## config.mk

```make
export PLATFORM = sky130hd
export DESIGN_NAME = pipe_stage_reg
export DESIGN_NICKNAME = d
export VERILOG_FILES = /design/src/logic/pipe_stage_reg.sv
export SDC_FILE = /design/constraint.sdc
export NUM_CORES = 1
export LEC_CHECK = 0
export BUFFER_PORTS_ARGS = -buffer_cell sky130_fd_sc_hd__buf_2
export CORE_AREA = 2 2 39 41
export CTS_CLUSTER_DIAMETER = 80
export DETAILED_ROUTE_END_ITERATION = 16
export DIE_AREA = 0 0 41 43
export SETUP_SLACK_MARGIN = 0.5
export SKIP_LAST_GASP = 1
export SLEW_MARGIN = 10
export SYNTH_ARGS = -nofsm -noshare
export SYNTH_HDL_FRONTEND = slang
export SYNTH_SLANG_ARGS = --single-unit
export TNS_END_PERCENT = 100
```

## constraint.sdc

```tcl
create_clock -name clk -period 1.4 [get_ports clk]
set_input_delay 0.07 -clock clk [delete_from_list [all_inputs] [get_ports clk]]
set_output_delay 0.07 -clock clk [all_outputs]
set_load 0.05 [all_outputs]
```

## src/logic/pipe_stage_reg.sv

```systemverilog
`default_nettype none

module pipe_stage_reg #(
    parameter type payload_t = logic
) (
    input  logic     clk,
    input  logic     arst_n,
    input  logic     flush,
    input  logic     prev_valid,
    input  payload_t prev_data,
    output logic     allowin,
    input  logic     next_allowin,
    output logic     valid,
    output payload_t data
);

    logic take;

    // Every stage finishes in one cycle, so readygo is always true
    assign allowin = !flush && (!valid || next_allowin);
    assign take    = prev_valid && allowin;

    always_ff @(posedge clk or negedge arst_n) begin
        if (!arst_n) begin
            valid <= 1'b0;
        end else if (flush) begin
            valid <= 1'b0;              // Drop whatever is in flight
        end else if (allowin) begin
            valid <= prev_valid;
        end
    end

    always_ff @(posedge clk or negedge arst_n) begin
        if (!arst_n) begin
            data <= '0;
        end else if (take) begin
            data <= prev_data;
        end else if (flush || (valid && next_allowin)) begin
            data <= '0;                 // Empty slot reads as zero
        end
    end

endmodule

`default_nettype wire

```

==> metrics.md <==
| Metric | Value |
|---|---|
| Status | complete, no violations |
| Drt initial violations | 0 |
| Post-Syn Instances | 10 |
| PortBufs | 8 |
| Critical path type | reg2out |
| Synth warn | 0 |
| Final hold vios | 0 |
| Via-per-instance ratio | 3.10 |
| Slew headroom | 83.7% |
| Die H | 43 µm |
| Clk buf depth | 2 |
| Hold path start | flush |
| FMAX | 0.930 GHz |
| TNS Setup | 0 ns |
| Min Hold Slack | 0.0775 ns |
| Max Clock Skew | 0.00150 ns |
| Max rail drop VDD | 132 µV |
| Initial antenna violation count | 0 |
| Worst R2R Start | valid$_DFFE_PN0P_ |
| DP Wirelength | 203 µm |
| CP max FO | 3 |
| Register bit total from synthesis | 2 |
| Pleak | 0.129 nW |
| Die W | 41 µm |
| Initial Util | 7.50% |
| Critical path arrival | 1.01 ns |
| Area share of the largest cell type after synthesis | 48.2% |
| Drt pass-1 iters | 1 |
| WL met3 | 34 µm |
| GP Congestion | 0.419 |
| Root Buffer | clkbuf_4 |
| RSZ-0062 raised after global routing | yes |
| Post-Route WL | 296 µm |
| Std cell rows | 14 |
| IO Pins | 9 |
| Layout cells sized above 1 | 75.0% |
| Worst-margin pin slew | 0.246 ns |
| Number of global-route vias before repair | 133 |
| Finish-stage setup viols | 0 |
| Total grt overflow | 0 |
| Hold Path Class | in2reg |
| Netlist cell types | 7 |
| First-pass GRT wire length | 414 µm |
| Minimum clock period | 1.08 ns |
| H-tree levels | 1 |
| Full die area | 0.00176 mm² |
| Crit path from | valid$_DFFE_PN0P_ |
| Post-Syn Area | 104 µm² |
| Post-Syn Area per Cell | 10.4 µm² |
| Power Density | 1040 mW/mm² |
| GRT Total Usage | 4.60% |
| TritonCTS Buffers | 3 |
| Cell taking the most area after synthesis | dfrtp_1 |
| NumNets Final | 32 |
| Clock-pin slew on the worst setup and hold paths | 0.03 ns |
| Total of max-cap violations | 0 |
| Vias post-DR | 124 |
| DRC errors left | 0 |
| Core Footprint | 0.00138 mm² |
| Diode count | 0 |
| Antenna viol nets, final | 0 |
| Area Growth Syn to Fin | 134% |
| TritonCTS clock tree | built |
| WL met2 | 175 µm |
| Startpoint Class | flip-flop |
| Clk sink count | 2 |
| Syn_nets | 16 |
| Sequential area share after synthesis | 48.2% |
| Period Utilization, post-route | 76.8% |
| Critical path required time | 1.33 ns |
| Clock latency on the worst-skew pair | 0.22 ns |
| Crit end category | primary output |
| Met1 WL | 87 µm |
| Wire per inst | 7.40 µm |
| Largest net degree at the start of global routing | 5 |
| Ranking of synthesized cells by area | dfrtp_1 48%, nor2b_1 18%, a32o_1 9.6%, mux2i_1 9.6%, nand2b_1 6.0% |
| Highest metal used | met3 |
| Slew Limit Fails | 0 |
## metrics by stage
step / power [mW] / cell area (µm²) / std cells / setup WS, ns / util (%)
CTS: 0.256 / 228 / 39 / 0.309 / 16.5
detailed placement: 0.113 / 174 / 34 / 0.420 / 12.6
global placement: 0.112 / 174 / 34 / 0.418 / 12.6
global route: 0.278 / 243 / 40 / 0.275 / 17.5
floorplan: 0.0964 / 114 / 10 / 0.350 / -
finish: 0.253 / 243 / 40 / 0.324 / 17.5
## logic make-up (layout without fill, tap and decap cells)
family | Yosys count | in the layout | share of synthesized area (%)
flops | 2 | 2 | 48.2
simple gates | 4 | 4 | 24.1
compound gates | 2 | 2 | 14.5
mux | 1 | 1 | 9.64
buf+inv | 1 | 15 | 3.61
## registers in the layout (all words and copies together) (netlist names)
register and cells:
valid 1, data 1
## synth_stat cells
| cell type | instances |
|---|---|
| nor2b_1 | 3 |
| mux2i_1 | 1 |
| a21oi_1 | 1 |
| dfrtp_1 | 2 |
| inv_1 | 1 |
| a32o_1 | 1 |
| nand2b_1 | 1 |
## report_power, final
part | internal [mW] | switching, mW
logic | 0.0291 | 0.0329
registers | 0.0624 | 0.00310
clock network | 0.0944 | 0.0311
## layout make-up
type	count	area [µm²]
Inverter	1	3.75
Sequential cell	2	52.6
Timing Repair Buffer	11	77.6
Multi-Input combinational cell	7	66.3
Tap cell	16	20.0
Clock buffer	3	22.5
Fill cell	157	1140
## cells in the final DEF (no fill, tap or decap)
master and n:
buf_2 6, clkbuf_4 3, buf_4 3, nor2b_1 2
dfrtp_2 2, nand2b_4 1, nor2b_4 1, inv_1 1
a21oi_1 1, mux2i_1 1, a32o_2 1, dlygate4sd3_1 1
buf_8 1
## repair_timing
| action | in CTS | in global routing |
|---|---|---|
| buffers inserted | 1 | 1 |
| hold buffers | 1 | 0 |
| endpoints found under the hold margin | 2 | 0 |
| resized for setup | 3 | 4 |
| gates cloned | 0 | 0 |
| pin swaps | 0 | 1 |
| setup endpoints to repair | 2 | 4 |
## path summary, 6_finish.rpt
check,slack (ns),to,cells past startpoint
setup / recovery,0.32,allowin,3
hold / removal,0.08,valid$_DFFE_PN0P_,2
hold reg to reg,0.64,data$_DFFE_PN0P_,2
setup reg to reg,0.41,data$_DFFE_PN0P_,3
max in group asynchronous,1.13,data$_DFFE_PN0P_,2
min in group asynchronous,0.16,valid$_DFFE_PN0P_,2
## critical path, cell delays in order, from the launching register on
cell	delay (ns)
dfrtp_2	0.42
nand2b_4	0.08
nor2b_4	0.14
buf_8	0.15
## routing by layer
layer | vias to the layer above | GRT usage, %
li1 | 62 | -
met1 | 56 | 2.22
met2 | 6 | 5.63
met3 | 0 | 3.14
met4 | 0 | 10.0
met5 | - | 0
Power figures use the tool's default switching activity.
