===== src/logic/exec_config.svh =====
`ifndef EXEC_CONFIG_SVH
`define EXEC_CONFIG_SVH

// ***********************************************************
// Execute section dimensions
// ***********************************************************

// Data path width
`define XLEN 32

`define REG_AW 5    // Architectural register index

// Instructions issued per cycle
`define ISSUE_W 2

`define UOP_W 5     // Holds every operation code of uop_e

`endif


===== src/logic/uop_pkg.sv =====
`default_nettype none

`include "exec_config.svh"

package uop_pkg;

    // ***********************************************************
    // Operation codes seen by the execute stages
    // ***********************************************************
    typedef enum logic [`UOP_W-1:0] {
        UOP_NOP,
        UOP_ADD,
        UOP_SUB,
        UOP_AND,
        UOP_OR,
        UOP_XOR,
        UOP_NOR,
        UOP_SLL,
        UOP_SRL,
        UOP_SRA,
        UOP_SLT,
        UOP_SLTU,
        UOP_LUI,
        UOP_MUL,    // Low word of the product
        UOP_MULH,   // High word, signed
        UOP_MULHU   // High word, unsigned
    } uop_e;

    // Exceptions raised before execute, carried to writeback
    typedef struct packed {
        logic syscall;
        logic brk;
        logic priv;
    } exc_flags_t;

endpackage

`default_nettype wire


===== src/logic/exec_pkg.sv =====
`default_nettype none

`include "exec_config.svh"

package exec_pkg;

    import uop_pkg::*;

    // Slot as delivered by decode and operand read
    typedef struct packed {
        logic [`XLEN-1:0]   pc;
        logic [`XLEN-1:0]   inst;
        uop_e               uop;
        exc_flags_t         exc;
        logic [`XLEN-1:0]   src_a;
        logic [`XLEN-1:0]   src_b;
        logic [`XLEN-1:0]   imm;
        logic               use_imm;   // Second operand is imm
        logic [`REG_AW-1:0] rd;
    } issue_slot_t;

    typedef issue_slot_t [`ISSUE_W-1:0] issue_pair_t;

    // 16x16 partial products and signed correction
    typedef struct packed {
        logic [`XLEN-1:0] hh;
        logic [`XLEN-1:0] hl;
        logic [`XLEN-1:0] lh;
        logic [`XLEN-1:0] ll;
        logic [`XLEN-1:0] comp;
    } mul_part_t;

    typedef struct packed {
        logic [`XLEN-1:0]   pc;
        uop_e               uop;
        exc_flags_t         exc;
        logic [`REG_AW-1:0] rd;
        logic [`XLEN-1:0]   alu_res;
        logic               alu_valid;
        mul_part_t          mul;
    } ex1_slot_t;

    typedef ex1_slot_t [`ISSUE_W-1:0] ex1_pair_t;

    typedef struct packed {
        logic [`XLEN-1:0]   pc;
        logic [`REG_AW-1:0] rd;
        logic [`XLEN-1:0]   data;
        logic               we;
        exc_flags_t         exc;
    } wb_slot_t;

    typedef wb_slot_t [`ISSUE_W-1:0] wb_pair_t;

endpackage

`default_nettype wire


===== src/logic/mul_partial.sv =====
`default_nettype none

`include "exec_config.svh"

module mul_partial (
    input  exec_pkg::issue_slot_t slot,
    output exec_pkg::mul_part_t   part
);

    import uop_pkg::*;

    localparam int HALF = `XLEN / 2;

    logic [HALF-1:0]  a_hi;
    logic [HALF-1:0]  a_lo;
    logic [HALF-1:0]  b_hi;
    logic [HALF-1:0]  b_lo;
    logic [`XLEN-1:0] comp_a;
    logic [`XLEN-1:0] comp_b;

    assign a_hi = slot.src_a[`XLEN-1:HALF];
    assign a_lo = slot.src_a[HALF-1:0];
    assign b_hi = slot.src_b[`XLEN-1:HALF];
    assign b_lo = slot.src_b[HALF-1:0];

    // Signed high word = unsigned high word minus these terms
    assign comp_a = slot.src_a[`XLEN-1] ? slot.src_b : '0;
    assign comp_b = slot.src_b[`XLEN-1] ? slot.src_a : '0;

    always_comb begin
        part.hh   = a_hi * b_hi;
        part.hl   = a_hi * b_lo;
        part.lh   = a_lo * b_hi;
        part.ll   = a_lo * b_lo;
        part.comp = '0;
        if (slot.uop == UOP_MULH) begin
            part.comp = comp_a + comp_b;    // Wraps modulo 2^XLEN
        end
    end

endmodule

`default_nettype wire


===== config.mk =====
export PLATFORM = sky130hd
export DESIGN_NAME = mul_partial
export DESIGN_NICKNAME = d
export VERILOG_FILES = /design/src/logic/uop_pkg.sv /design/src/logic/exec_pkg.sv /design/src/logic/mul_partial.sv
export VERILOG_INCLUDE_DIRS = /design/src /design/src/logic
export SDC_FILE = /design/constraint.sdc
export NUM_CORES = 2
export LEC_CHECK = 0
export BUFFER_PORTS_ARGS = -buffer_cell sky130_fd_sc_hd__buf_4
export CAP_MARGIN = 30
export CORE_ASPECT_RATIO = 1.5
export CORE_MARGIN = 5
export CORE_UTILIZATION = 23
export DETAILED_ROUTE_END_ITERATION = 12
export GPL_ROUTABILITY_DRIVEN = 0
export PLACE_DENSITY_LB_ADDON = 0.08
export SLEW_MARGIN = 20
export SYNTH_ARGS = -nofsm -noshare
export SYNTH_HDL_FRONTEND = slang
export SYNTH_SLANG_ARGS = --single-unit

===== constraint.sdc =====
create_clock -name vclk -period 11.5
set_clock_uncertainty 0.1 [all_clocks]
set_input_delay 2.3 -clock vclk [all_inputs]
set_output_delay 2.3 -clock vclk [all_outputs]
set_load 0.005 [all_outputs]

==> results.yml <==
floorplanning:
  ioPinCount: 334
  die_w_um: 332.9
  num_rows: 177
  die_area_um2: 164500
  fp.coreArea_um2: 155200
  initial_core_util: 0.2317
  die_y_um: 494.3
min_path:
  hold_path.class: "primary input to output pin"
run_status:
  outcome: "complete, no violations"
global_route:
  antenna_found_initial: 16
  grt_pass1_vias: 31830
  gr-total-overflow: 0
  grt_pass1_wl_um: 197700
  grt_max_degree: 33
  grt_use_total: 0.1556
yosys:
  yosysSeqAreaShare: 0
  synth_top_family_by_area: "adder cells"
  synth_most_common_cell: "inv_1"
  synth_area_um2: 35970
  synth_cell_types: 75
  synth_top_cell_by_area: "fa_1"
  muxShareOfSynthArea: 0.0008349
  syn_nets: 5624
  yosysWarnings: 0
  syn_avg_cell_area_um2: 8.509
  synthXorXnorAreaFrac: 0.03166
  yosys.area_share.adder: 0.5877
  synth_top_area_share: 0.4325
  synth_compound_area_frac: 0.07772
  synth_common_cells: "inv_1 (912), fa_1 (777), nand2_1 (585)"
  synthSimpleGateAreaFrac: 0.1846
  synthTopCellsByArea: "fa_1 (43%), ha_1 (16%), inv_1 (9.5%)"
  syn_inst: 4227
timing:
  finalCriticalPeriod_ns: 11.13
  grt_setup_unrepaired: "false"
  setup_viol: 0
  slew_violations: 0
  tns_ns: 0
  slew_headroom: 0.4916
  period_share: 0.9678
  timing.fmax_mhz: 89.85
  tightest_slew_ns: 0.7561
  hold_viol: 0
critical_path:
  end_kind: "output pin"
  arrival_ns: 8.73
  startpoint_type: "primary input"
  crit_fanout: 26
  endpoint: "part[63]"
  worst-setup-path-type: "primary input to output pin"
  required_ns: 9.10
  crit_path_start: "slot[76]"
placement:
  dp.cells: 6407
  dp_hpwl_um: 106000
  io_buffer_count: 229
route:
  dr.pass1.iters: 5
  drc: 0
  vias: 27800
  drt_iter0_markers: 833
  routedWlPerCell_um: 19.95
  drt_wl_total_um: 127900
  viasPerCell: 4.335
  drtAntennaViolNets: 0
finish:
  fillers: 17020
  num-nets-final: 5748
  seq_cell_count: 0
  fin_cells: 6412
  multi_input_area_um2: 31750
  regArea_um2: 0
  clock_buffers: 0
  drive_gt1_frac: 0.08600
  area_growth_pct: 12.04
run:
  max_cap_viol_count: 0
## how the worst min path moves through the flow
stage / start / endpoint / slack (ns) / cells after the start
final: slot[70] / part[64] / 4.87 / 3
after global routing: slot[70] / part[64] / 4.89 / 3
after CTS: slot[70] / part[64] / 4.89 / 3
after detailed placement: slot[70] / part[64] / 4.89 / 3
after global placement: slot[70] / part[64] / 4.89 / 3
after floorplan: slot[86] / part[128] / 4.62 / 1
## repair_timing
action	CTS	global route
endpoints found under the hold margin	0	0
hold buffers	0	0
endpoints found under the setup margin	0	2
buffers inserted	0	0
resized for setup	0	2
## layer usage
layer / GRT usage / part of all wire
met5: 0 / 0.00017
met4: 0.01945 / 0.016
met3: 0.005638 / 0.016
met2: 0.3173 / 0.57
met1: 0.1838 / 0.40
## critical path, stage by stage
cell and delay [ns]:
buf_4 0.41, buf_4 0.26, nand2_1 0.08, fa_1 0.54, fa_1 0.59, fa_1 0.46, fa_1 0.53, fa_1 0.43
fa_1 0.51, inv_1 0.05, ha_1 0.28, and2_1 0.17, or2_2 0.27, a221o_1 0.35, a21oi_1 0.31, o21ai_0 0.22
buf_4 0.19, nand4_1 0.11, a31oi_1 0.12, xnor2_1 0.28, buf_4 0.16, buf_4 0.09
## through the flow
stage	utilization	worst slack, ns	hold WS, ns	area [um2]
final	0.2596	0.3703	4.874	40300
after global routing	0.2595	0.01627	4.892	40280
after floorplan	-	1.306	4.616	35970
after detailed placement	0.2594	0.1063	4.891	40280
after CTS	0.2594	0.1081	4.889	40280
after global placement	0.2594	0.1124	4.889	40280
## area by class of cell
class	instances	area share
multi-input cells	3101	0.7878
inverters	912	0.08495
well taps	2058	0.06390
repair buffers	336	0.06300
diodes	5	0.0003105
## cell families (layout without fill, tap and decap cells)
group,count (synthesis),after routing
mux,3,3
simple gates,1336,1336
fa+ha+maj,1223,1223
other cells,0,5
buf+inv,1126,1248
compound gates,409,409
xor+xnor,130,130
## layout by cell type (no fill, tap or decap), types with 26 or more instances in the layout
master / count
buf_4: 334
inv_1: 912
xnor2_1: 87
ha_1: 446
a21oi_1: 116
a21o_1: 89
o21ai_0: 55
nor2_1: 93
nor3_1: 26
nand2_1: 585
and2_1: 512
nand3_1: 28
fa_1: 777
xor2_1: 43
