[config.mk]
export PLATFORM = sky130hd
export DESIGN_NAME = alu_unit
export DESIGN_NICKNAME = d
export VERILOG_FILES = /design/src/logic/uop_pkg.sv /design/src/logic/exec_pkg.sv /design/src/logic/alu_unit.sv
export VERILOG_INCLUDE_DIRS = /design/src /design/src/logic
export SDC_FILE = /design/constraint.sdc
export NUM_CORES = 1
export LEC_CHECK = 0
export BUFFER_PORTS_ARGS = -buffer_cell sky130_fd_sc_hd__buf_2
export CORE_UTILIZATION = 54
export DETAILED_ROUTE_END_ITERATION = 8
export PLACE_DENSITY = 0.8
export SLEW_MARGIN = 20
export SYNTH_ARGS = -nofsm -noshare
export SYNTH_HDL_FRONTEND = slang
export SYNTH_SLANG_ARGS = --single-unit
[constraint.sdc]
create_clock -name vclk -period 8.3
set_input_delay 0.83 -clock vclk [all_inputs]
set_output_delay 0.83 -clock vclk [all_outputs]
set_load 0.01 [all_outputs]
[src/logic/exec_config.svh]
`ifndef EXEC_CONFIG_SVH
`define EXEC_CONFIG_SVH

// ***********************************************************
// Execute section dimensions
// ***********************************************************

// Data path width
`define XLEN 32

`define REG_AW 5    // Architectural register index

// Instructions issued per cycle
`define ISSUE_W 2

`define UOP_W 5     // Holds every operation code of uop_e

`endif

[src/logic/uop_pkg.sv]
`default_nettype none

`include "exec_config.svh"

package uop_pkg;

    // ***********************************************************
    // Operation codes seen by the execute stages
    // ***********************************************************
    typedef enum logic [`UOP_W-1:0] {
        UOP_NOP,
        UOP_ADD,
        UOP_SUB,
        UOP_AND,
        UOP_OR,
        UOP_XOR,
        UOP_NOR,
        UOP_SLL,
        UOP_SRL,
        UOP_SRA,
        UOP_SLT,
        UOP_SLTU,
        UOP_LUI,
        UOP_MUL,    // Low word of the product
        UOP_MULH,   // High word, signed
        UOP_MULHU   // High word, unsigned
    } uop_e;

    // Exceptions raised before execute, carried to writeback
    typedef struct packed {
        logic syscall;
        logic brk;
        logic priv;
    } exc_flags_t;

endpackage

`default_nettype wire

[src/logic/exec_pkg.sv]
`default_nettype none

`include "exec_config.svh"

package exec_pkg;

    import uop_pkg::*;

    // Slot as delivered by decode and operand read
    typedef struct packed {
        logic [`XLEN-1:0]   pc;
        logic [`XLEN-1:0]   inst;
        uop_e               uop;
        exc_flags_t         exc;
        logic [`XLEN-1:0]   src_a;
        logic [`XLEN-1:0]   src_b;
        logic [`XLEN-1:0]   imm;
        logic               use_imm;   // Second operand is imm
        logic [`REG_AW-1:0] rd;
    } issue_slot_t;

    typedef issue_slot_t [`ISSUE_W-1:0] issue_pair_t;

    // 16x16 partial products and signed correction
    typedef struct packed {
        logic [`XLEN-1:0] hh;
        logic [`XLEN-1:0] hl;
        logic [`XLEN-1:0] lh;
        logic [`XLEN-1:0] ll;
        logic [`XLEN-1:0] comp;
    } mul_part_t;

    typedef struct packed {
        logic [`XLEN-1:0]   pc;
        uop_e               uop;
        exc_flags_t         exc;
        logic [`REG_AW-1:0] rd;
        logic [`XLEN-1:0]   alu_res;
        logic               alu_valid;
        mul_part_t          mul;
    } ex1_slot_t;

    typedef ex1_slot_t [`ISSUE_W-1:0] ex1_pair_t;

    typedef struct packed {
        logic [`XLEN-1:0]   pc;
        logic [`REG_AW-1:0] rd;
        logic [`XLEN-1:0]   data;
        logic               we;
        exc_flags_t         exc;
    } wb_slot_t;

    typedef wb_slot_t [`ISSUE_W-1:0] wb_pair_t;

endpackage

`default_nettype wire

[src/logic/alu_unit.sv]
`default_nettype none

`include "exec_config.svh"

module alu_unit (
    input  exec_pkg::issue_slot_t slot,
    output logic [`XLEN-1:0]      res,
    output logic                  res_valid
);

    import uop_pkg::*;

    localparam int SHW = $clog2(`XLEN);

    logic [`XLEN-1:0] op_a;
    logic [`XLEN-1:0] op_b;
    logic [SHW-1:0]   shamt;
    logic             lt_s;
    logic             lt_u;

    assign op_a  = slot.src_a;
    assign op_b  = slot.use_imm ? slot.imm : slot.src_b;
    assign shamt = op_b[SHW-1:0];

    assign lt_s = $signed(op_a) < $signed(op_b);
    assign lt_u = op_a < op_b;

    // ***********************************************************
    // Operation select
    // ***********************************************************
    always_comb begin
        res       = '0;
        res_valid = 1'b1;
        case (slot.uop)
            UOP_ADD: begin
                res = op_a + op_b;
            end
            UOP_SUB: begin
                res = op_a - op_b;
            end
            UOP_AND: begin
                res = op_a & op_b;
            end
            UOP_OR: begin
                res = op_a | op_b;
            end
            UOP_XOR: begin
                res = op_a ^ op_b;
            end
            UOP_NOR: begin
                res = ~(op_a | op_b);
            end
            UOP_SLL: begin
                res = op_a << shamt;
            end
            UOP_SRL: begin
                res = op_a >> shamt;
            end
            UOP_SRA: begin
                res = $signed(op_a) >>> shamt;
            end
            UOP_SLT: begin
                res = {{(`XLEN-1){1'b0}}, lt_s};
            end
            UOP_SLTU: begin
                res = {{(`XLEN-1){1'b0}}, lt_u};
            end
            UOP_LUI: begin
                res = {op_b[`XLEN/2-1:0], {(`XLEN/2){1'b0}}};   // Upper half load
            end
            default: begin
                res_valid = 1'b0;       // NOP and multiplies
            end
        endcase
    end

endmodule

`default_nettype wire

==> impl_metrics.env <==
export IMPL_antenna_found_initial=0
export IMPL_finalNonFillerCells=1702
export IMPL_dp_hpwl_mm=32.3
export IMPL_num_vias=12600
export IMPL_worstSetupStartpoint="slot[5]"
export IMPL_period_needed_ns=6.59
export IMPL_cp_max_fo=28
export IMPL_violations="design-rule violations"
export IMPL_worstMarginPinSlew_ns=1.04
export IMPL_ctsHoldBuffers=0
export IMPL_syn_nets=1708
export IMPL_drive_above_1_share=0.154
export IMPL_worstPathArrival_ns=5.76
export IMPL_place_gp_congestion=1.06
export IMPL_dp_cells=1702
export IMPL_drt_iter0_drc=2174
export IMPL_rsz0062_at_grt="false"
export IMPL_crit_buf_inv=3
export IMPL_die_w_um=137
export IMPL_start_util=0.559
export IMPL_cp_cell_sequence="buf_2 -> mux2i_4 -> buf_4 -> ha_1 -> nor2b_1 -> o21ai_0 -> o211ai_1 -> a31oi_1 -> o211ai_1 -> or2_1 -> a221o_1 -> a221oi_1 -> o21ai_1 -> buf_2"
export IMPL_synth_top_area_share=0.133
export IMPL_postRouteAntennaNets=0
export IMPL_n_clock_buffer=0
export IMPL_path_class="primary input to output pin"
export IMPL_synthTopCellsByArea="mux2i_1 13%, ha_1 13%, mux4_2 6.9%"
export IMPL_grt_pass1_wl_mm=64.6
export IMPL_drc=5
export IMPL_avgSynthCellArea_um2=6.81
export IMPL_synth_area_um2=9770
export IMPL_maxSlewViolCount=0
export IMPL_power_density_nw_per_um2=81.5
export IMPL_sequential_cell_total=0
export IMPL_gr_total_overflow=0
export IMPL_max_slew_margin=0.299
export IMPL_cts_resized=0
export IMPL_grt_total_usage=0.451
export IMPL_cap_violations=0
export IMPL_multiInputGateArea_um2=8970
export IMPL_status="finished with violations"
export IMPL_vias_per_cell=7.40
export IMPL_antenna_cells=0
export IMPL_io_buffers=135
export IMPL_wl_mm=43.0
export IMPL_end_kind="output pin"
export IMPL_grt_start_max_net_pins=58
export IMPL_ys_seq_area_frac=0
export IMPL_syn_inst=1434
export IMPL_setup_tns_ns=0
export IMPL_setup_viol=0
export IMPL_synth_top_area_cell="mux2i_1"
export IMPL_dr_pass1_iters=9
export IMPL_cp_slowest_cell="buf_2"
export IMPL_wl_per_cell_um=25.3
export IMPL_endpoint="res[20]"
export IMPL_worstSetupStartpointType="primary input"
export IMPL_fp_dieH_um=137
export IMPL_cp_num_cells=14
export IMPL_fillCellCount=1689
export IMPL_critPathTopFamily="compound AO/OA/AOI/OAI gates"
export IMPL_seqCellArea_um2=0
export IMPL_worstPathRequired_ns=7.47
export IMPL_slowest_delay_ns=0.73
export IMPL_final_nets=1753
export IMPL_rows=48
export IMPL_fin_crit_sh=0.793
export IMPL_cellLeakagePower_nw=4.73
export IMPL_peakVddDrop_mv=0.0439
export IMPL_yosysWarnings=0
export IMPL_yosysUniqueCellTypes=84
export IMPL_area_growth_pct=7.17
export IMPL_die_area_um2=18600
export IMPL_grt_pass1_vias=11100
export IMPL_core_area_um2=17500
export IMPL_ios=207
export IMPL_post_cts_setup_buffers=0
export IMPL_hold_path_class="primary input to output pin"
export IMPL_fin_util=0.599
export IMPL_hold_viol=0
export IMPL_max_freq_mhz=152
==> cells in the final DEF (no fill, tap or decap), types with 21 or more instances in the layout <==
| cell | n |
|---|---|
| a221oi_1 | 31 |
| a21oi_1 | 125 |
| nand3_1 | 33 |
| nor2_1 | 162 |
| o211ai_1 | 30 |
| buf_2 | 135 |
| buf_4 | 23 |
| o21ai_0 | 97 |
| mux2i_1 | 127 |
| mux4_2 | 30 |
| nand2_1 | 110 |
| inv_1 | 93 |
| nor3_1 | 29 |
| a211oi_1 | 21 |
| o22ai_1 | 26 |
| ha_1 | 98 |
==> synth_stat cells, drive strengths merged, types with 10 or more instances <==
| master | number |
|---|---|
| a211oi | 23 |
| a21o | 13 |
| a21oi | 125 |
| a221oi | 31 |
| a31oi | 20 |
| and3 | 11 |
| buf | 38 |
| clkbuf | 77 |
| ha | 98 |
| inv | 96 |
| mux2 | 12 |
| mux2i | 133 |
| mux4 | 31 |
| nand2 | 110 |
| nand2b | 19 |
| nand3 | 33 |
| nor2 | 165 |
| nor2b | 10 |
| nor3 | 31 |
| o2111ai | 11 |
| o211ai | 30 |
| o21ai | 100 |
| o21bai | 13 |
| o221ai | 10 |
| o22ai | 26 |
| o31ai | 13 |
| or3 | 12 |
==> area by class of cell <==
type	instances	area share
tap	225	0.0269
inverter	97	0.0353
timing repair buffer	158	0.0810
multi-input combinational	1222	0.857
==> worst min-delay path, cell delays in order <==
cell,delay [ns]
buf_2,0.20
nor3_1,0.08
buf_2,0.14
==> worst min path at each step <==
stage,endpoint,cells after the start,slack (ns),start
3_5_place_dp,res_valid,3,2.05,slot[109]
6_report,res_valid,3,2.08,slot[109]
5_1_grt,res_valid,3,2.09,slot[109]
4_1_cts,res_valid,3,2.05,slot[109]
2_1_floorplan,res_valid,3,1.88,slot[107]
3_3_place_gp,res_valid,3,2.05,slot[109]
==> through the flow <==
stage	setup WS, ns	hold WS [ns]	power, mW	cell area [µm²]
after floorplan	2.29	1.88	0.570	9770
after detailed placement	1.85	2.05	0.814	10500
after global placement	1.95	2.05	0.801	10500
after global routing	1.60	2.09	0.903	10500
after CTS	1.89	2.05	0.818	10500
final	1.71	2.08	0.854	10500
==> logic make-up (layout without fill, tap and decap cells) <==
group | after synthesis | in the layout | synth area share
mux | 176 | 176 | 0.226
simple gates | 426 | 426 | 0.198
buf+inv | 212 | 255 | 0.0868
fa+ha+maj | 100 | 100 | 0.130
xor+xnor | 13 | 13 | 0.0117
compound gates | 507 | 507 | 0.348
==> where the power goes <==
| part | leakage, nW | internal, mW | switching [mW] |
|---|---|---|---|
| registers | 0 | 0 | 0 |
| clock network | 0 | 0 | 0 |
| logic | 4.73 | 0.305 | 0.549 |
==> routing by layer <==
metal  global-route usage  vias to the layer above  share of wire
li1                     -                     5486              -
met1                0.595                     5808           0.37
met2                0.671                     1098           0.41
met3               0.0974                      205           0.14
met4                0.266                        0          0.074
met5                    0                        -              0
(Power assumes the default switching activity.)
